$ cat src/common/lb_config.svh
// Bus widths, memory depth, timer beat and version constants shared by packages and RTL
`ifndef LB_CONFIG_SVH
`define LB_CONFIG_SVH

// Data bus width in bits
`define LB_DAT_WIDTH 32

// Local bus word address, top two bits pick the port
`define LB_ADR_WIDTH 18

// Data RAM word address width
`define RAM_ADR_WIDTH 10

// Clock cycles per timer tick
`define TMR_BEAT 4

// Hardware version
`define HW_VER_MAJOR 1
`define HW_VER_MINOR 0

// Parallel I/O width
`define PIO_WIDTH 16

`endif

$ cat src/common/lb_pkg.sv
// Bus types for the master port, the local bus and the data RAM, used by all RTL blocks
`default_nettype none

`include "lb_config.svh"

package lb_pkg;

    // Master side byte address
    typedef logic [31:0] bus_adr_t;

    // One data word
    typedef logic [`LB_DAT_WIDTH-1:0] bus_dat_t;

    // One strobe per byte lane
    typedef logic [`LB_DAT_WIDTH/8-1:0] bus_strb_t;

    // Local bus word address before the port split
    typedef logic [`LB_ADR_WIDTH-1:0] lb_adr_t;

    // Address inside a single port
    typedef logic [`LB_ADR_WIDTH-3:0] port_adr_t;

    // RAM word index
    typedef logic [`RAM_ADR_WIDTH-1:0] ram_adr_t;

endpackage

`default_nettype wire

$ cat src/common/periph_pkg.sv
// Peripheral data types and register offsets for the parallel I/O and timer blocks
`default_nettype none

`include "lb_config.svh"

package periph_pkg;

    // Parallel I/O word
    typedef logic [`PIO_WIDTH-1:0] pio_dat_t;

    // Timer count and period
    typedef logic [31:0] tmr_cnt_t;

    // PIO register map
    localparam lb_pkg::port_adr_t PIO_VERSION = 'd0;
    localparam lb_pkg::port_adr_t PIO_OUT     = 'd1;
    localparam lb_pkg::port_adr_t PIO_IN      = 'd2;
    localparam lb_pkg::port_adr_t PIO_SET     = 'd3;
    localparam lb_pkg::port_adr_t PIO_CLR     = 'd4;

    // Timer register map
    localparam lb_pkg::port_adr_t TMR_CTL    = 'd0;
    localparam lb_pkg::port_adr_t TMR_PERIOD = 'd1;
    localparam lb_pkg::port_adr_t TMR_COUNT  = 'd2;
    localparam lb_pkg::port_adr_t TMR_STA    = 'd3;

endpackage

`default_nettype wire

$ cat src/common/lb_if.sv
// Local bus connection between the multiplexer and its ports, address type set per instance
`default_nettype none
`timescale 1ns/1ps

interface lb_if
#(
    // Port address by default, full local bus address upstream of the mux
    parameter type adr_t = lb_pkg::port_adr_t
);

    // Word address
    adr_t              adr;
    // Single cycle strobes
    logic              wr;
    logic              rd;
    // Write data
    lb_pkg::bus_dat_t  din;
    // Read data, valid with vld one cycle after rd
    lb_pkg::bus_dat_t  dout;
    logic              vld;

    // Requester side
    modport master (output adr, wr, rd, din, input dout, vld);

    // Responder side
    modport slave (input adr, wr, rd, din, output dout, vld);

endinterface

`default_nettype wire

$ cat src/pio.sv
// Parallel I/O block on the local bus: version, output register with set/clear, synced input
`default_nettype none
`timescale 1ns/1ps

`include "lb_config.svh"

module pio
(
    input  wire                       CLK_IN,
    input  wire                       rst_n,
    lb_if.slave                       lb,
    input  wire periph_pkg::pio_dat_t pio_in,
    output periph_pkg::pio_dat_t      pio_out
);

    // Two flop synchronizer on the inputs
    periph_pkg::pio_dat_t in_meta;
    periph_pkg::pio_dat_t in_sync;

    always_ff @(posedge CLK_IN)
    begin
        in_meta <= pio_in;
        in_sync <= in_meta;
    end

    // Output register
    always_ff @(posedge CLK_IN)
    begin
        if (!rst_n)
            pio_out <= '0;
        else if (lb.wr)
        begin
            case (lb.adr)
                periph_pkg::PIO_OUT : pio_out <= lb.din[`PIO_WIDTH-1:0];
                periph_pkg::PIO_SET : pio_out <= pio_out | lb.din[`PIO_WIDTH-1:0];
                periph_pkg::PIO_CLR : pio_out <= pio_out & ~lb.din[`PIO_WIDTH-1:0];
                default : ;
            endcase
        end
    end

    // Read data, registered
    always_ff @(posedge CLK_IN)
    begin
        if (lb.rd)
        begin
            case (lb.adr)
                periph_pkg::PIO_VERSION :
                    lb.dout <= {16'h0, 8'(`HW_VER_MAJOR), 8'(`HW_VER_MINOR)};
                periph_pkg::PIO_OUT : lb.dout <= `LB_DAT_WIDTH'(pio_out);
                periph_pkg::PIO_IN  : lb.dout <= `LB_DAT_WIDTH'(in_sync);
                default             : lb.dout <= '0;
            endcase
        end
    end

    // Every read answered one cycle later
    always_ff @(posedge CLK_IN)
    begin
        if (!rst_n)
            lb.vld <= 1'b0;
        else
            lb.vld <= lb.rd;
    end

endmodule

`default_nettype wire

$ cat src/flat_wrapper.sv
// flat-port wrapper written by rule: the top's interface ports become plain ports
module pio_flat 
  (CLK_IN, rst_n, pio_in, pio_out, lb_adr, lb_wr, lb_rd, lb_din, lb_dout, lb_vld);
  lb_if lb_i ();
  input  wire CLK_IN;
  input  wire rst_n;
  input  wire periph_pkg::pio_dat_t pio_in;
  output periph_pkg::pio_dat_t pio_out;
  input wire logic [$bits(lb_i.adr)-1:0] lb_adr;
  input wire logic [$bits(lb_i.wr)-1:0] lb_wr;
  input wire logic [$bits(lb_i.rd)-1:0] lb_rd;
  input wire logic [$bits(lb_i.din)-1:0] lb_din;
  output wire logic [$bits(lb_i.dout)-1:0] lb_dout;
  output wire logic [$bits(lb_i.vld)-1:0] lb_vld;
  assign lb_i.adr = lb_adr;
  assign lb_i.wr = lb_wr;
  assign lb_i.rd = lb_rd;
  assign lb_i.din = lb_din;
  assign lb_dout = lb_i.dout;
  assign lb_vld = lb_i.vld;
  pio u_core (.CLK_IN(CLK_IN), .rst_n(rst_n), .lb(lb_i), .pio_in(pio_in), .pio_out(pio_out));
endmodule
$ cat config.mk
export PLATFORM = sky130hd
export DESIGN_NAME = pio_flat
export DESIGN_NICKNAME = d
export VERILOG_FILES = /design/src/common/lb_pkg.sv /design/src/common/periph_pkg.sv /design/src/common/lb_if.sv /design/src/pio.sv /design/src/flat_wrapper.sv
export VERILOG_INCLUDE_DIRS = /design/src /design/src/common
export SDC_FILE = /design/constraint.sdc
export NUM_CORES = 1
export LEC_CHECK = 0
export BUFFER_PORTS_ARGS = -buffer_cell sky130_fd_sc_hd__buf_4
export CAP_MARGIN = 20
export CORE_UTILIZATION = 35
export CTS_BUF_LIST = sky130_fd_sc_hd__clkbuf_8
export CTS_CLUSTER_SIZE = 8
export DETAILED_ROUTE_END_ITERATION = 7
export PLACE_DENSITY_LB_ADDON = 0.12
export RECOVER_POWER = 50
export SYNTH_ARGS = -nofsm -noshare
export SYNTH_HDL_FRONTEND = slang
export SYNTH_SLANG_ARGS = --single-unit
$ cat constraint.sdc
create_clock -name CLK_IN -period 4.1 [get_ports CLK_IN]
set_clock_uncertainty 0.1 [all_clocks]
set_input_delay 0.615 -clock CLK_IN [delete_from_list [all_inputs] [get_ports CLK_IN]]
set_output_delay 0.615 -clock CLK_IN [all_outputs]
set_load 0.1 [all_outputs]
==> results.yml <==
clock_network:
  cts_tree: "done"
  ctsHoldBuffers: 0
  clk_pin_slew_ns: 0.07
  clkLatencyLatePin_ns: 0.33
  post_cts_resize_count: 0
  cts_sinks: 65
  h-tree-depth: 3
  clockBufferDepth: 2
  numCtsBuffers: 9
  post_cts_buffers: 0
  root_buffer: "clkbuf_8"
final_layout:
  drive_above_1_share_pct: 36.7
  area_growth_pct: 29.2
  fin_area_sq_um: 3300
  fin_util_pct: 47.7
  antenna_cells: 0
  fin_nets: 360
  num-fill-cells: 666
pwr:
  vdd_drop_max_uv: 194
  seq_power_share_pct: 46.8
  p_leak_uw: 0.00147
  power_density_nw_per_um2: 443
  clock_power_share_pct: 39.1
  pwr-share-comb_pct: 14.0
  p_switching_uw: 396
  p_int_uw: 1060
  sw_frac_of_total_pct: 27.1
sta:
  slew_headroom_pct: 20.9
  slew_viol_final: 0
  fin_setup_tns_ns: 0
  rsz0062_at_grt: "false"
  fmax_ghz: 0.399
  min_period_ns: 2.51
  setup_viol: 0
  tightest_slew_ns: 1.19
  finalCritPeriodShare_pct: 61.2
  final-hold-violation-count: 0
logic_synthesis:
  yosysMostFrequentCell: "dfxtp_1"
  synth_async_sr_flop_share_pct: 0
  yosysTopAreaCellShare_pct: 38.5
  synth.top_cells.by_area: "dfxtp_1 38%, edfxtp_1 19%, a32o_2 6.6%"
  ys_ff_latch: 65
  synthCells: 215
  synth_top_cell_by_area: "dfxtp_1"
  syn_area_sq_um: 2550
  synth-main-ff-cell: "dfxtp_1"
  yosysUniqueCellTypes: 31
  ys_seq_area_share_pct: 57.3
  avgSynthCellArea_sq_um: 11.9
  synth_common_cells: "49 x dfxtp_1, 18 x inv_1, 17 x buf_4, 17 x nand3b_1"
  ys_warn_count: 0
  synth-edff-count: 16
placement:
  gp_congestion: 0.730
  port_buffers: 84
  hpwlAfterDp_um: 3710
  placed_cell_area_sq_um: 3120
routing:
  vias: 1915
  drt_first_pass_iters: 4
  viasPerCell: 4.87
  drt-initial-drc-count: 66
  route.detailed.drc: 0
  ant_nets: 0
  detail_route.wl_per_cell_um: 14.5
  routed_wl_um: 5710
global_route:
  grt_first_pass_wirelength_um: 8930
  use_met3_pct: 4.74
  globalRouteOverflowTotal: 0
  grt_max_degree: 24
  antenna_found_initial: 0
  busiest_layer: "met2"
  globalRouteMet1Util_pct: 18.5
  use_met2_pct: 26.5
  grt.total_usage_pct: 15.8
  grt_pass1_vias: 1842
job:
  drv_cap: 0
worst_setup_path:
  critPathArrivalTime_ns: 2.68
  cp-endpoint: "u_core.pio_out[6]$_SDFFE_PN0P_"
  path_cells: "buf_4 -> nor4_2 -> and4_1 -> and4b_1 -> a32o_2"
  reg2reg_to: "u_core.lb.dout[8]$_DFFE_PP_"
  crit_cells: 5
  rr_startpoint: "u_core.pio_out[8]$_SDFFE_PN0P_"
  slowest_stage: "and4b_1"
  r2r_slack_ns: 3.14
  cp_max_fo: 17
  max_stage_delay_ns: 0.75
  crit_type: "input port to flop"
  r2r_cells: 4
  path_buf_inv: 1
  worstPathRequired_ns: 4.27
  start_kind: "input port"
  crit_family: "simple AND/OR/NAND/NOR gates"
  crit_start: "lb_adr[6]"
  end_kind: "flop"
floorplan:
  dieArea_sq_um: 7630
  start_util_pct: 36.9
  die_width_um: 87.4
  coreArea_sq_um: 6910
  die_y_um: 87.4
  io_pins: 117
  rows: 30
worst_hold_path:
  min_path_type: "flop to flop"
outcome:
  status: "completed"
## layer usage
metal / wire length, um / vias up / part of all wire [%]
met5: 0 / - / 0
met4: 60 / 0 / 1.1
met1: 2460 / 914 / 43
met3: 348 / 8 / 6.1
met2: 2840 / 78 / 50
li1: - / 915 / -
## cells in the final DEF (no fill, tap or decap), types with 2 or more instances in the layout
master,instances
clkbuf_8,9
nor4_2,2
clkbuf_4,16
a32o_2,15
buf_4,59
edfxtp_1,16
conb_1,16
nor2_1,2
nand2_1,16
a22o_1,14
clkinvlp_4,2
inv_1,20
bufinv_16,2
dfxtp_1,49
nand3b_1,17
clkbuf_1,9
o311ai_1,16
a21oi_1,3
## worst min path at each step
stage,from,to,slack [ns],cells after the start
after floorplan,u_core.in_meta[0]$_DFF_P_,u_core.in_sync[0]$_DFF_P_,0.21,0
after global placement,u_core.in_meta[13]$_DFF_P_,u_core.in_sync[13]$_DFF_P_,0.21,0
after detailed placement,u_core.in_meta[14]$_DFF_P_,u_core.in_sync[14]$_DFF_P_,0.21,0
after CTS,u_core.in_meta[7]$_DFF_P_,u_core.in_sync[7]$_DFF_P_,0.23,0
after global routing,u_core.in_meta[7]$_DFF_P_,u_core.in_sync[7]$_DFF_P_,0.23,0
final,u_core.in_meta[0]$_DFF_P_,u_core.in_sync[0]$_DFF_P_,0.23,0
## power groups by stage
stage / sequential, uW / clock, uW / combinational (uW)
after global placement: 698 / 0 / 208
after detailed placement: 699 / 0 / 210
after global routing: 686 / 620 / 215
after CTS: 684 / 588 / 210
final: 684 / 572 / 205
after floorplan: 748 / 0 / 110
## stage by stage
step           worst slack, ns  total power [uW]  std cells  hold WS, ns
2_1_floorplan             2.14               858        230        0.210
3_3_place_gp              1.21               906        377        0.210
3_5_place_dp              1.23               908        377        0.212
4_1_cts                   1.57              1480        393        0.228
5_1_grt                   1.42              1520        393        0.231
6_report                  1.59              1460        393        0.225
## flip-flops by register name (all words and copies together), names as in the netlist
signal          count
u_core.in_meta     16
u_core.in_sync     16
u_core.lb.dout     16
u_core.pio_out     16
u_core.lb.vld       1
## cell type report
| cell class | count | area (sq um) | area share (%) |
|---|---|---|---|
| Clock buffer | 9 | 124 | 3.76 |
| Clock inverter | 7 | 87.6 | 2.66 |
| Inverter | 18 | 67.6 | 2.05 |
| Multi-Input combinational cell | 114 | 838 | 25.4 |
| Sequential cell | 65 | 1460 | 44.3 |
| Tap cell | 96 | 120 | 3.64 |
| Timing Repair Buffer | 84 | 597 | 18.1 |
## kinds of logic (layout without fill, tap and decap cells)
group / Yosys count / after routing / synth area share [%]
simple gates: 49 / 49 / 12.6
other cells: 1 / 16 / 0.147
buf+inv: 51 / 118 / 12.1
compound gates: 49 / 49 / 17.9
flops: 65 / 65 / 57.3
No activity file was read; power rests on OpenSTA's default activity.
