File: config.mk
export PLATFORM = sky130hd
export DESIGN_NAME = tmr_flat
export DESIGN_NICKNAME = d
export VERILOG_FILES = /design/src/common/lb_pkg.sv /design/src/common/periph_pkg.sv /design/src/common/lb_if.sv /design/src/tmr.sv /design/src/flat_wrapper.sv
export VERILOG_INCLUDE_DIRS = /design/src /design/src/common
export SDC_FILE = /design/constraint.sdc
export NUM_CORES = 1
export LEC_CHECK = 0
export ABC_AREA = 0
export BUFFER_PORTS_ARGS = -buffer_cell sky130_fd_sc_hd__buf_2
export CORE_ASPECT_RATIO = 0.7
export CORE_MARGIN = 1.5
export CORE_UTILIZATION = 58
export DETAILED_ROUTE_END_ITERATION = 6
export HOLD_SLACK_MARGIN = 0.08
export PLACE_DENSITY = 0.91
export SLEW_MARGIN = 10
export SYNTH_ARGS = -nofsm -noshare
export SYNTH_HDL_FRONTEND = slang
export SYNTH_SLANG_ARGS = --single-unit
export TNS_END_PERCENT = 5
File: constraint.sdc
create_clock -name CLK_IN -period 7.72 [get_ports CLK_IN]
set_input_delay 1.544 -clock CLK_IN [delete_from_list [all_inputs] [get_ports CLK_IN]]
set_output_delay 1.544 -clock CLK_IN [all_outputs]
set_load 0.01 [all_outputs]
File: src/common/lb_config.svh
// Bus widths, memory depth, timer beat and version constants shared by packages and RTL
`ifndef LB_CONFIG_SVH
`define LB_CONFIG_SVH

// Data bus width in bits
`define LB_DAT_WIDTH 32

// Local bus word address, top two bits pick the port
`define LB_ADR_WIDTH 18

// Data RAM word address width
`define RAM_ADR_WIDTH 10

// Clock cycles per timer tick
`define TMR_BEAT 4

// Hardware version
`define HW_VER_MAJOR 1
`define HW_VER_MINOR 0

// Parallel I/O width
`define PIO_WIDTH 16

`endif

File: src/common/lb_pkg.sv
// Bus types for the master port, the local bus and the data RAM, used by all RTL blocks
`default_nettype none

`include "lb_config.svh"

package lb_pkg;

    // Master side byte address
    typedef logic [31:0] bus_adr_t;

    // One data word
    typedef logic [`LB_DAT_WIDTH-1:0] bus_dat_t;

    // One strobe per byte lane
    typedef logic [`LB_DAT_WIDTH/8-1:0] bus_strb_t;

    // Local bus word address before the port split
    typedef logic [`LB_ADR_WIDTH-1:0] lb_adr_t;

    // Address inside a single port
    typedef logic [`LB_ADR_WIDTH-3:0] port_adr_t;

    // RAM word index
    typedef logic [`RAM_ADR_WIDTH-1:0] ram_adr_t;

endpackage

`default_nettype wire

File: src/common/periph_pkg.sv
// Peripheral data types and register offsets for the parallel I/O and timer blocks
`default_nettype none

`include "lb_config.svh"

package periph_pkg;

    // Parallel I/O word
    typedef logic [`PIO_WIDTH-1:0] pio_dat_t;

    // Timer count and period
    typedef logic [31:0] tmr_cnt_t;

    // PIO register map
    localparam lb_pkg::port_adr_t PIO_VERSION = 'd0;
    localparam lb_pkg::port_adr_t PIO_OUT     = 'd1;
    localparam lb_pkg::port_adr_t PIO_IN      = 'd2;
    localparam lb_pkg::port_adr_t PIO_SET     = 'd3;
    localparam lb_pkg::port_adr_t PIO_CLR     = 'd4;

    // Timer register map
    localparam lb_pkg::port_adr_t TMR_CTL    = 'd0;
    localparam lb_pkg::port_adr_t TMR_PERIOD = 'd1;
    localparam lb_pkg::port_adr_t TMR_COUNT  = 'd2;
    localparam lb_pkg::port_adr_t TMR_STA    = 'd3;

endpackage

`default_nettype wire

File: src/common/lb_if.sv
// Local bus connection between the multiplexer and its ports, address type set per instance
`default_nettype none
`timescale 1ns/1ps

interface lb_if
#(
    // Port address by default, full local bus address upstream of the mux
    parameter type adr_t = lb_pkg::port_adr_t
);

    // Word address
    adr_t              adr;
    // Single cycle strobes
    logic              wr;
    logic              rd;
    // Write data
    lb_pkg::bus_dat_t  din;
    // Read data, valid with vld one cycle after rd
    lb_pkg::bus_dat_t  dout;
    logic              vld;

    // Requester side
    modport master (output adr, wr, rd, din, input dout, vld);

    // Responder side
    modport slave (input adr, wr, rd, din, output dout, vld);

endinterface

`default_nettype wire

File: src/tmr.sv
// Prescaled periodic timer on the local bus with a pending flag and a maskable interrupt
`default_nettype none
`timescale 1ns/1ps

`include "lb_config.svh"

module tmr
(
    input  wire CLK_IN,
    input  wire rst_n,
    lb_if.slave lb,
    output logic irq
);

    // CTL bits
    localparam int CTL_EN = 0;
    localparam int CTL_IE = 1;
    localparam int PRE_WIDTH = $clog2(`TMR_BEAT);

    logic [1:0]           ctl;
    periph_pkg::tmr_cnt_t period;
    periph_pkg::tmr_cnt_t cnt;
    logic                 pend;
    logic [PRE_WIDTH-1:0] pre;
    logic                 tick;

    // Prescaler held at zero while disabled
    assign tick = ctl[CTL_EN] && (pre == PRE_WIDTH'(`TMR_BEAT - 1));

    always_ff @(posedge CLK_IN)
    begin
        if (!rst_n)
            pre <= '0;
        else if (!ctl[CTL_EN] || tick)
            pre <= '0;
        else
            pre <= pre + 1'b1;
    end

    // Compare value for the count
    always_ff @(posedge CLK_IN)
    begin
        if (lb.wr && (lb.adr == periph_pkg::TMR_PERIOD))
            period <= lb.din;
    end

    // Control, count and pending flag
    always_ff @(posedge CLK_IN)
    begin
        if (!rst_n)
        begin
            ctl  <= '0;
            cnt  <= '0;
            pend <= 1'b0;
        end
        else
        begin
            if (lb.wr && (lb.adr == periph_pkg::TMR_CTL))
                ctl <= lb.din[1:0];
            // Write one to clear
            if (lb.wr && (lb.adr == periph_pkg::TMR_STA) && lb.din[0])
                pend <= 1'b0;
            if (tick)
            begin
                if (cnt == period)
                begin
                    cnt  <= '0;
                    // A new event beats a clear in the same cycle
                    pend <= 1'b1;
                end
                else
                    cnt <= cnt + 1'b1;
            end
        end
    end

    // Registered interrupt
    always_ff @(posedge CLK_IN)
    begin
        if (!rst_n)
            irq <= 1'b0;
        else
            irq <= pend && ctl[CTL_IE];
    end

    // Read data and valid
    always_ff @(posedge CLK_IN)
    begin
        if (lb.rd)
        begin
            case (lb.adr)
                periph_pkg::TMR_CTL    : lb.dout <= `LB_DAT_WIDTH'(ctl);
                periph_pkg::TMR_PERIOD : lb.dout <= period;
                periph_pkg::TMR_COUNT  : lb.dout <= cnt;
                periph_pkg::TMR_STA    : lb.dout <= `LB_DAT_WIDTH'(pend);
                default                : lb.dout <= '0;
            endcase
        end
    end

    always_ff @(posedge CLK_IN)
    begin
        if (!rst_n)
            lb.vld <= 1'b0;
        else
            lb.vld <= lb.rd;
    end

endmodule

`default_nettype wire

File: src/flat_wrapper.sv
// flat-port wrapper written by rule: the top's interface ports become plain ports
module tmr_flat 
  (CLK_IN, rst_n, irq, lb_adr, lb_wr, lb_rd, lb_din, lb_dout, lb_vld);
  lb_if lb_i ();
  input  wire CLK_IN;
  input  wire rst_n;
  output logic irq;
  input wire logic [$bits(lb_i.adr)-1:0] lb_adr;
  input wire logic [$bits(lb_i.wr)-1:0] lb_wr;
  input wire logic [$bits(lb_i.rd)-1:0] lb_rd;
  input wire logic [$bits(lb_i.din)-1:0] lb_din;
  output wire logic [$bits(lb_i.dout)-1:0] lb_dout;
  output wire logic [$bits(lb_i.vld)-1:0] lb_vld;
  assign lb_i.adr = lb_adr;
  assign lb_i.wr = lb_wr;
  assign lb_i.rd = lb_rd;
  assign lb_i.din = lb_din;
  assign lb_dout = lb_i.dout;
  assign lb_vld = lb_i.vld;
  tmr u_core (.CLK_IN(CLK_IN), .rst_n(rst_n), .lb(lb_i), .irq(irq));
endmodule
==> qor.txt <==
MaxCap Viol Count = 0
Layout area overhead = 14.6%
Reg2Reg Depth = 6
Setup_tns = 0 ps
Pre-Repair DR Iteration Count = 5
Top_reg_cell synth = edfxtp_1
Clock Power Share = 0.322
Hold Path End = u_core.pre[0]
Hold crit path type = flop to flop
PwrDens = 180 nW/µm²
Final ANT Viol Nets = 0
Ports = 86
Slew margin rel. = 0.500
Remaining DRCs = 0
Die area = 8220 µm²
Wire per inst = 17.1 µm
Netlist cell types = 42
RSZ-0062 raised after global routing = no
Area of placed instances = 4930 µm²
Post-CTS resize count = 0
Setup violators final = 0
Sequential share of power = 0.643
CTS Buf Count = 9
Via density per instance = 5.78
Filler instances = 533
Maximum vdd drop = 0.000115 V
Worst-path clk slew = 80 ps
Most common cell after layout, fill and taps aside = buf_2
CP startpoint kind = input port
Clk sinks = 103
PortBufs = 85
GP Congestion = 0.867
Slew @ Worst Pin = 749 ps
CTS tree = yes
Share of post-route cells with drive strength above 1 = 0.261
#FFs+latches synth = 103
Crit. End Element = flop
Mapped cell area = 4450 µm²
Outcome = finished, final reports clean
Internal reg-to-reg setup slack = 5590 ps
Net Switching = 196 µW
Ys async rst share = 0
Total number of vias = 3,112
Post-synth EDFFs = 64
Mean Syn Cell Area = 12.5 µm²
Iter 0 DRT Violations = 212
Cells after synthesis = 355
Yosys synthesis warning count = 0
Nets@finish = 489
H-tree levels = 3
Mapped Nets = 409
Antenna violations before repair = 0
Area of all placed cells without fillers = 5100 µm²
Switching share of total power = 0.214
Cell Int Power = 720 µW
Fmax = 0.259 GHz
CP Max Fanout = 30
Postcts setup bufs = 0
Final Max Tran Viols = 0
Worst Path Arrival = 3910 ps
Clk buf depth = 2
Commonest non-fill, non-tap cells in the layout = buf_2, edfxtp_1, nor2_1, xnor2_1, dfxtp_1
Final wirelength = 9210 µm
Fin crit share = 0.501
R2R Path End = u_core.cnt[30]
Die Ht = 76.3 µm
Hold-fix buffers, CTS = 0
Largest net degree at the start of global routing = 34
Comb power frac = 0.035
Total track usage = 0.237
Root buffer cell = clkbuf_8
Final count of hold timing violations = 0
Kind of critical path = input port to flop
FF-to-FF Start = u_core.pre[0]
Worst-Skew Late Latency = 370 ps
Vias in the first global route = 2,968
Die extent in x = 108 µm
Worst Skew = 13.4 ps
Row count = 26
CP required = 7760 ps
GRT overflow = 0
Core area = 7350 µm²
Min Tclk post-route = 3870 ps
Global-route wire length before repair = 14,700 µm
Hold-critical path depth = 1
HP Start = u_core.pre[0]
Sequential fraction of the synthesis area = 0.607
P_leak = 1.92 nW
HPWL Detailed = 6380 µm
Diode count = 0
Starting Density = 0.605
[registers in the layout, summed over array words and instances, names as in the netlist]
signal          flops
u_core.ctl          2
u_core.lb.vld       1
u_core.period      32
u_core.cnt         32
u_core.lb.dout     32
u_core.irq          1
u_core.pre          2
u_core.pend         1
[final cells by class]
cell class	instances	area, µm²	share of cell area
Sequential cell	103	2700	0.530
Tap cell	98	123	0.0240
Clock buffer	11	131	0.0258
Clock inverter	5	35.0	0.00687
Multi-Input combinational cell	232	1660	0.326
Inverter	2	7.51	0.00147
Timing Repair Buffer	87	440	0.0864
[per-layer routing]
| layer | vias to the layer above | routed length, µm | GRT usage | part of all wire |
|---|---|---|---|---|
| met5 | - | 0 | 0 | 0 |
| li1 | 1465 | - | - | - |
| met4 | 0 | 95 | 0.0579 | 0.010 |
| met2 | 143 | 4170 | 0.364 | 0.45 |
| met1 | 1490 | 4080 | 0.332 | 0.44 |
| met3 | 14 | 866 | 0.0727 | 0.094 |
[power by group through the flow]
stage | logic (mW) | clock network (mW) | registers, mW
CTS | 0.0329 | 0.301 | 0.589
detailed placement | 0.0327 | 0 | 0.602
finish | 0.0325 | 0.295 | 0.589
global placement | 0.0321 | 0 | 0.602
floorplan | 0.00523 | 0 | 0.606
global route | 0.0357 | 0.320 | 0.590
[cell families (layout without fill, tap and decap cells)]
| group | count (synthesis) | count (layout) | share of synthesized area |
|---|---|---|---|
| adder cells (fa/ha/maj) | 2 | 2 | 0.00562 |
| multiplexers | 4 | 4 | 0.0118 |
| buffers and inverters | 20 | 105 | 0.0225 |
| flip-flops | 103 | 103 | 0.607 |
| AO/OA/AOI/OAI | 39 | 39 | 0.0714 |
| AND/OR/NAND/NOR | 126 | 126 | 0.161 |
| XOR/XNOR | 61 | 61 | 0.120 |
[worst max path at each step]
stage	slack, ps	endpoint	start	depth (start not counted)
after floorplan	3950	u_core.period[0]	lb_adr[5]	5
after global placement	3670	u_core.period[4]	lb_adr[8]	7
after detailed placement	3490	u_core.period[8]	lb_adr[8]	7
after CTS	3880	u_core.period[5]	lb_adr[8]	7
after global routing	3660	u_core.period[5]	lb_adr[8]	7
final	3850	u_core.period[5]	lb_adr[8]	7
[metrics by stage]
| step | hold WS (ps) | cells | util | power, mW | setup slack (ps) |
|---|---|---|---|---|---|
| final | 439 | 538 | 0.694 | 0.917 | 3850 |
| after global routing | 474 | 538 | 0.694 | 0.946 | 3660 |
| after CTS | 443 | 538 | 0.693 | 0.923 | 3880 |
| after detailed placement | 431 | 522 | 0.670 | 0.635 | 3490 |
| after global placement | 413 | 522 | 0.670 | 0.634 | 3670 |
| after floorplan | 407 | 355 | - | 0.611 | 3950 |
[Yosys cell counts, types with 7 or more instances]
cell type  instances  share of area
a22o_1            29          0.057
and3_1             7         0.0098
buf_2              9          0.010
dfxtp_1           39           0.18
edfxtp_1          64           0.43
nand2_1           13          0.011
nand3_1           16          0.018
nand4_1           19          0.027
nor2_1            40          0.034
xnor2_1           40          0.079
xor2_1            21          0.041
[critical path: stages]
cell	delay [ps]
buf_2	90
nor4_1	270
nand4_1	370
nor3b_2	270
buf_4	350
and2_1	600
buf_4	400
Note: power is estimated with default switching activity, not from simulation.
