==> config.mk <==
export PLATFORM = sky130hd
export DESIGN_NAME = lb_mux_flat
export DESIGN_NICKNAME = d
export VERILOG_FILES = /design/src/common/lb_pkg.sv /design/src/common/lb_if.sv /design/src/lb_mux.sv /design/src/flat_wrapper.sv
export VERILOG_INCLUDE_DIRS = /design/src /design/src/common
export SDC_FILE = /design/constraint.sdc
export NUM_CORES = 1
export LEC_CHECK = 0
export BUFFER_PORTS_ARGS = -buffer_cell sky130_fd_sc_hd__buf_2
export CAP_MARGIN = 40
export CELL_PAD_IN_SITES_DETAIL_PLACEMENT = 1
export CELL_PAD_IN_SITES_GLOBAL_PLACEMENT = 1
export CORE_AREA = 2 2 131 133
export DETAILED_ROUTE_END_ITERATION = 7
export DIE_AREA = 0 0 133 135
export PLACE_DENSITY_LB_ADDON = 0.1
export SYNTH_ARGS = -nofsm -noshare
export SYNTH_HDL_FRONTEND = slang
export SYNTH_SLANG_ARGS = --single-unit
==> constraint.sdc <==
create_clock -name CLK_IN -period 0.85 [get_ports CLK_IN]
set_input_delay 0.1275 -clock CLK_IN [delete_from_list [all_inputs] [get_ports CLK_IN]]
set_output_delay 0.1275 -clock CLK_IN [all_outputs]
set_load 0.02 [all_outputs]
==> src/common/lb_config.svh <==
// Bus widths, memory depth, timer beat and version constants shared by packages and RTL
`ifndef LB_CONFIG_SVH
`define LB_CONFIG_SVH

// Data bus width in bits
`define LB_DAT_WIDTH 32

// Local bus word address, top two bits pick the port
`define LB_ADR_WIDTH 18

// Data RAM word address width
`define RAM_ADR_WIDTH 10

// Clock cycles per timer tick
`define TMR_BEAT 4

// Hardware version
`define HW_VER_MAJOR 1
`define HW_VER_MINOR 0

// Parallel I/O width
`define PIO_WIDTH 16

`endif

==> src/common/lb_pkg.sv <==
// Bus types for the master port, the local bus and the data RAM, used by all RTL blocks
`default_nettype none

`include "lb_config.svh"

package lb_pkg;

    // Master side byte address
    typedef logic [31:0] bus_adr_t;

    // One data word
    typedef logic [`LB_DAT_WIDTH-1:0] bus_dat_t;

    // One strobe per byte lane
    typedef logic [`LB_DAT_WIDTH/8-1:0] bus_strb_t;

    // Local bus word address before the port split
    typedef logic [`LB_ADR_WIDTH-1:0] lb_adr_t;

    // Address inside a single port
    typedef logic [`LB_ADR_WIDTH-3:0] port_adr_t;

    // RAM word index
    typedef logic [`RAM_ADR_WIDTH-1:0] ram_adr_t;

endpackage

`default_nettype wire

==> src/common/lb_if.sv <==
// Local bus connection between the multiplexer and its ports, address type set per instance
`default_nettype none
`timescale 1ns/1ps

interface lb_if
#(
    // Port address by default, full local bus address upstream of the mux
    parameter type adr_t = lb_pkg::port_adr_t
);

    // Word address
    adr_t              adr;
    // Single cycle strobes
    logic              wr;
    logic              rd;
    // Write data
    lb_pkg::bus_dat_t  din;
    // Read data, valid with vld one cycle after rd
    lb_pkg::bus_dat_t  dout;
    logic              vld;

    // Requester side
    modport master (output adr, wr, rd, din, input dout, vld);

    // Responder side
    modport slave (input adr, wr, rd, din, output dout, vld);

endinterface

`default_nettype wire

==> src/lb_mux.sv <==
// Local bus multiplexer: routes strobes to one of four ports and returns the answering data
`default_nettype none
`timescale 1ns/1ps

`include "lb_config.svh"

module lb_mux
(
    input  wire  CLK_IN,
    input  wire  rst_n,

    // From the top, full local bus address
    lb_if.slave  up,

    // Port 0 PIO, port 1 timer, port 2 external
    lb_if.master dn0,
    lb_if.master dn1,
    lb_if.master dn2
);

    logic [1:0] sel;
    // Answer for the unmapped port 3
    logic       unm_vld;

    // Two top address bits pick the port
    assign sel = up.adr[`LB_ADR_WIDTH-1 -: 2];

    // Port address and write data go to all ports
    assign dn0.adr = up.adr[`LB_ADR_WIDTH-3:0];
    assign dn1.adr = up.adr[`LB_ADR_WIDTH-3:0];
    assign dn2.adr = up.adr[`LB_ADR_WIDTH-3:0];
    assign dn0.din = up.din;
    assign dn1.din = up.din;
    assign dn2.din = up.din;

    // Strobes only to the selected port
    assign dn0.wr = up.wr && (sel == 2'd0);
    assign dn0.rd = up.rd && (sel == 2'd0);
    assign dn1.wr = up.wr && (sel == 2'd1);
    assign dn1.rd = up.rd && (sel == 2'd1);
    assign dn2.wr = up.wr && (sel == 2'd2);
    assign dn2.rd = up.rd && (sel == 2'd2);

    // Port 3 has nothing behind it, answer ourselves so the master never hangs
    always_ff @(posedge CLK_IN)
    begin
        if (!rst_n)
            unm_vld <= 1'b0;
        else
            unm_vld <= up.rd && (sel == 2'd3);
    end

    // At most one port answers in a cycle
    always_comb
    begin
        if (dn0.vld)
            up.dout = dn0.dout;
        else if (dn1.vld)
            up.dout = dn1.dout;
        else if (dn2.vld)
            up.dout = dn2.dout;
        else
            // Unmapped reads and idle cycles return zero
            up.dout = '0;
    end

    assign up.vld = dn0.vld || dn1.vld || dn2.vld || unm_vld;

endmodule

`default_nettype wire

==> src/flat_wrapper.sv <==
// flat-port wrapper written by rule: the top's interface ports become plain ports
module lb_mux_flat 
  (CLK_IN, rst_n, up_adr, up_wr, up_rd, up_din, up_dout, up_vld, dn0_adr, dn0_wr, dn0_rd, dn0_din, dn0_dout, dn0_vld, dn1_adr, dn1_wr, dn1_rd, dn1_din, dn1_dout, dn1_vld, dn2_adr, dn2_wr, dn2_rd, dn2_din, dn2_dout, dn2_vld);
  lb_if up_i ();
  lb_if dn0_i ();
  lb_if dn1_i ();
  lb_if dn2_i ();
  input  wire CLK_IN;
  input  wire rst_n;
  input wire logic [$bits(up_i.adr)-1:0] up_adr;
  input wire logic [$bits(up_i.wr)-1:0] up_wr;
  input wire logic [$bits(up_i.rd)-1:0] up_rd;
  input wire logic [$bits(up_i.din)-1:0] up_din;
  output wire logic [$bits(up_i.dout)-1:0] up_dout;
  output wire logic [$bits(up_i.vld)-1:0] up_vld;
  output wire logic [$bits(dn0_i.adr)-1:0] dn0_adr;
  output wire logic [$bits(dn0_i.wr)-1:0] dn0_wr;
  output wire logic [$bits(dn0_i.rd)-1:0] dn0_rd;
  output wire logic [$bits(dn0_i.din)-1:0] dn0_din;
  input wire logic [$bits(dn0_i.dout)-1:0] dn0_dout;
  input wire logic [$bits(dn0_i.vld)-1:0] dn0_vld;
  output wire logic [$bits(dn1_i.adr)-1:0] dn1_adr;
  output wire logic [$bits(dn1_i.wr)-1:0] dn1_wr;
  output wire logic [$bits(dn1_i.rd)-1:0] dn1_rd;
  output wire logic [$bits(dn1_i.din)-1:0] dn1_din;
  input wire logic [$bits(dn1_i.dout)-1:0] dn1_dout;
  input wire logic [$bits(dn1_i.vld)-1:0] dn1_vld;
  output wire logic [$bits(dn2_i.adr)-1:0] dn2_adr;
  output wire logic [$bits(dn2_i.wr)-1:0] dn2_wr;
  output wire logic [$bits(dn2_i.rd)-1:0] dn2_rd;
  output wire logic [$bits(dn2_i.din)-1:0] dn2_din;
  input wire logic [$bits(dn2_i.dout)-1:0] dn2_dout;
  input wire logic [$bits(dn2_i.vld)-1:0] dn2_vld;
  assign up_i.adr = up_adr;
  assign up_i.wr = up_wr;
  assign up_i.rd = up_rd;
  assign up_i.din = up_din;
  assign up_dout = up_i.dout;
  assign up_vld = up_i.vld;
  assign dn0_adr = dn0_i.adr;
  assign dn0_wr = dn0_i.wr;
  assign dn0_rd = dn0_i.rd;
  assign dn0_din = dn0_i.din;
  assign dn0_i.dout = dn0_dout;
  assign dn0_i.vld = dn0_vld;
  assign dn1_adr = dn1_i.adr;
  assign dn1_wr = dn1_i.wr;
  assign dn1_rd = dn1_i.rd;
  assign dn1_din = dn1_i.din;
  assign dn1_i.dout = dn1_dout;
  assign dn1_i.vld = dn1_vld;
  assign dn2_adr = dn2_i.adr;
  assign dn2_wr = dn2_i.wr;
  assign dn2_rd = dn2_i.rd;
  assign dn2_din = dn2_i.din;
  assign dn2_i.dout = dn2_dout;
  assign dn2_i.vld = dn2_vld;
  lb_mux u_core (.CLK_IN(CLK_IN), .rst_n(rst_n), .up(up_i), .dn0(dn0_i), .dn1(dn1_i), .dn2(dn2_i));
endmodule
==> load_flow_metrics.sql <==
INSERT INTO impl_metrics (metric_group, metric, value, unit) VALUES
('pwr', 'p_leak', '0.00106', 'µW'),
('worst_setup_path', 'arrival', '0.91', 'ns'),
('yosys', 'synthMostInstantiatedCell', 'sky130_fd_sc_hd__buf_4', ''),
('yosys', 'synthTopCellsByCount', 'sky130_fd_sc_hd__buf_4, sky130_fd_sc_hd__a21oi_1, sky130_fd_sc_hd__nand3b_1, sky130_fd_sc_hd__nor2b_1, sky130_fd_sc_hd__buf_6', ''),
('detailed_routing', 'dr_wl_met3', '654', 'µm'),
('min_path', 'path_type_of_the_worst_min_delay_path', 'primary input to output pin', ''),
('final_layout', 'diodes', '0', ''),
('worst_setup_path', 'critical_path_peak_fanout', '17', ''),
('yosys', 'synth_area_leaders', 'sky130_fd_sc_hd__buf_4, sky130_fd_sc_hd__a21oi_1, sky130_fd_sc_hd__nand3b_1', ''),
('worst_setup_path', 'crit_type', 'primary input to output pin', ''),
('yosys', 'synth.cell_area', '2040', 'µm²'),
('detailed_routing', 'totalWireLength', '8.16', 'mm'),
('final_layout', 'final_net_count', '435', ''),
('yosys', 'synth.yosys.warnings', '0', ''),
('detailed_routing', 'm1WireLength', '3.10', 'mm'),
('timing', 'hold_viol_final', '0', ''),
('pwr', 'p_per_area', '589', 'nW/µm²'),
('timing', 'min_period', '1.04', 'ns'),
('pwr', 'power.ir.vdd_worst', '0.204', 'mV'),
('final_layout', 'layout_cell_share_with_drive_strength_beyond_1', '0.780', ''),
('worst_setup_path', 'cp_capture_type', 'output pin', ''),
('timing', 'setup_slack', '-0.188', 'ns'),
('run', 'drv.max_cap_violation_count', '0', ''),
('detailed_routing', 'avgRoutedWirePerCell', '16.2', 'µm'),
('grt', 'initial_antenna_violation_count', '0', ''),
('timing', 'finalMaxSlewViolations', '0', ''),
('die', 'die_width', '133', 'µm'),
('place', 'routabilityCongestion', '0.630', ''),
('grt', 'grt_overflow', '0', ''),
('die', 'die_height', '135', 'µm'),
('die', 'rows', '47', ''),
('die', 'floorplan.io_pins', '334', ''),
('place', 'port_buffers', '132', ''),
('worst_setup_path', 'data_required_critical_path', '0.72', 'ns'),
('die', 'initial_core_util', '0.124', ''),
('yosys', 'synth_cell_type_count', '11', ''),
('worst_setup_path', 'cp_slowest_stage_delay', '0.21', 'ns'),
('detailed_routing', 'drtAntennaViolNets', '0', ''),
('final_layout', 'nFlopsAndLatches', '0', ''),
('worst_setup_path', 'crit_path_cell_trace', 'buf_12, buf_12, nand3b_1, a21oi_4, buf_6', ''),
('yosys', 'synth.avg_cell_area', '6.85', 'µm²'),
('final_layout', 'area_delta_synth_final', '31.4', '%'),
('detailed_routing', '1st_iter_drt_viols', '23', ''),
('place', 'post-dp-hpwl', '5.85', 'mm'),
('clocking', 'post-cts-setup-buffer-count', '0', ''),
('detailed_routing', 'drt_pass1_iterations', '2', ''),
('timing', 'fmax', '963', 'MHz'),
('clocking', 'cts_hold_repair.buffers', '0', ''),
('final_layout', 'nClkBuffers', '0', ''),
('detailed_routing', 'routed_via_density', '3.44', ''),
('yosys', 'synth_area_leader_cell', 'sky130_fd_sc_hd__buf_4', ''),
('timing', 'finalCritPeriodShare', '1.22', ''),
('detailed_routing', 'dr_wl_met2', '4.05', 'mm'),
('worst_setup_path', 'critPathBufInv', '3', ''),
('worst_setup_path', 'critPathTopFamily', 'buffers and inverters', ''),
('place', 'pre_cts_ws', '-0.261', 'ns'),
('yosys', 'synth.top_cell.area_share', '0.581', ''),
('timing', 'setup_viol', '33', ''),
('run_status', 'status', 'complete, but fails checks', ''),
('run_status', 'violations', 'setup timing', ''),
('detailed_routing', 'detail_route.drc_violations', '0', ''),
('worst_setup_path', 'critPathMostFrequentCell', 'sky130_fd_sc_hd__buf_12', ''),
('grt', 'gr-usage-all-layers', '0.0817', ''),
('pwr', 'power', '1580', 'µW'),
('grt', 'grt_pass1_wl', '11.5', 'mm'),
('detailed_routing', 'topRoutingLayerUsed', 'met4', ''),
('yosys', 'synth.yosys.seq_area_share', '0', ''),
('yosys', 'synth_cells', '298', ''),
('detailed_routing', 'vias', '1727', ''),
('die', 'die_area', '18000', 'µm²'),
('worst_setup_path', 'critical_path.slowest_cell', 'sky130_fd_sc_hd__nand3b_1', ''),
('grt', 'grt_max_degree', '28', ''),
('final_layout', 'layout.area.seq', '0', 'µm²'),
('grt', 'vias_in_the_first_global_route', '2030', ''),
('timing', 'setup_repair_after_global_routing_missed_its_margin', 'yes', ''),
('worst_setup_path', 'critical_path.startpoint_type', 'primary input', ''),
('die', 'floorplan.core_area', '16400', 'µm²');
area by class of cell:
cell class	instances	area, µm²
fillers	1951	13700
multi-input cells	135	1210
repair buffers	147	1200
well taps	220	275
worst paths after layout:
kind,startpoint,end,slack [ns],cells past startpoint
hold / removal,up_din[14],dn0_din[14],0.26,0
setup / recovery,dn1_vld,up_dout[20],-0.19,5
per-layer routing:
metal | up-vias | global-route usage
li1 | 791 | -
met1 | 793 | 0.0906
met2 | 93 | 0.150
met3 | 50 | 0.0188
met4 | 0 | 0.0341
met5 | - | 0
metrics by stage:
step / util / hold slack (ns) / cells / TNS, ns / instance area (µm²)
5_1_grt: 0.163 / 0.255 / 502 / -6.06 / 2680
3_5_place_dp: 0.129 / 0.255 / 495 / -7.04 / 2120
3_3_place_gp: 0.129 / 0.255 / 495 / -7.04 / 2120
4_1_cts: 0.158 / 0.255 / 500 / -5.47 / 2590
2_1_floorplan: - / 0.368 / 303 / -0.392 / 2350
6_report: 0.163 / 0.255 / 502 / -4.92 / 2680
where the power goes:
group	switching [µW]	leakage (µW)	internal, µW
sequential	0	0	0
clock	0	0	0
combinational	761	0.00106	817
cell usage in the layout (no fill, tap or decap):
cell and count:
sky130_fd_sc_hd__buf_2 96, sky130_fd_sc_hd__nand3b_1 32, sky130_fd_sc_hd__a21oi_2 30, sky130_fd_sc_hd__buf_6 27, sky130_fd_sc_hd__a21oi_4 21, sky130_fd_sc_hd__nor2b_2 19, sky130_fd_sc_hd__a21oi_1 13, sky130_fd_sc_hd__nor2b_1 11
sky130_fd_sc_hd__buf_4 9, sky130_fd_sc_hd__buf_12 8, sky130_fd_sc_hd__conb_1 6, sky130_fd_sc_hd__buf_16 5, sky130_fd_sc_hd__nor2b_4 2, sky130_fd_sc_hd__clkbuf_16 2, sky130_fd_sc_hd__or3_4 1
cells by family after synthesis:
logic type / share of synthesized area
simple gates: 0.219
other cells: 0.00184
compound gates: 0.159
buf+inv: 0.620
what timing repair did:
action / CTS / global route
resized for setup: 111 / 10
endpoints found under the setup margin: 33 / 33
endpoints found under the hold margin: 0 / 0
cloned: 5 / 2
pin swaps: 3 / 3
Power figures use the tool's default switching activity.
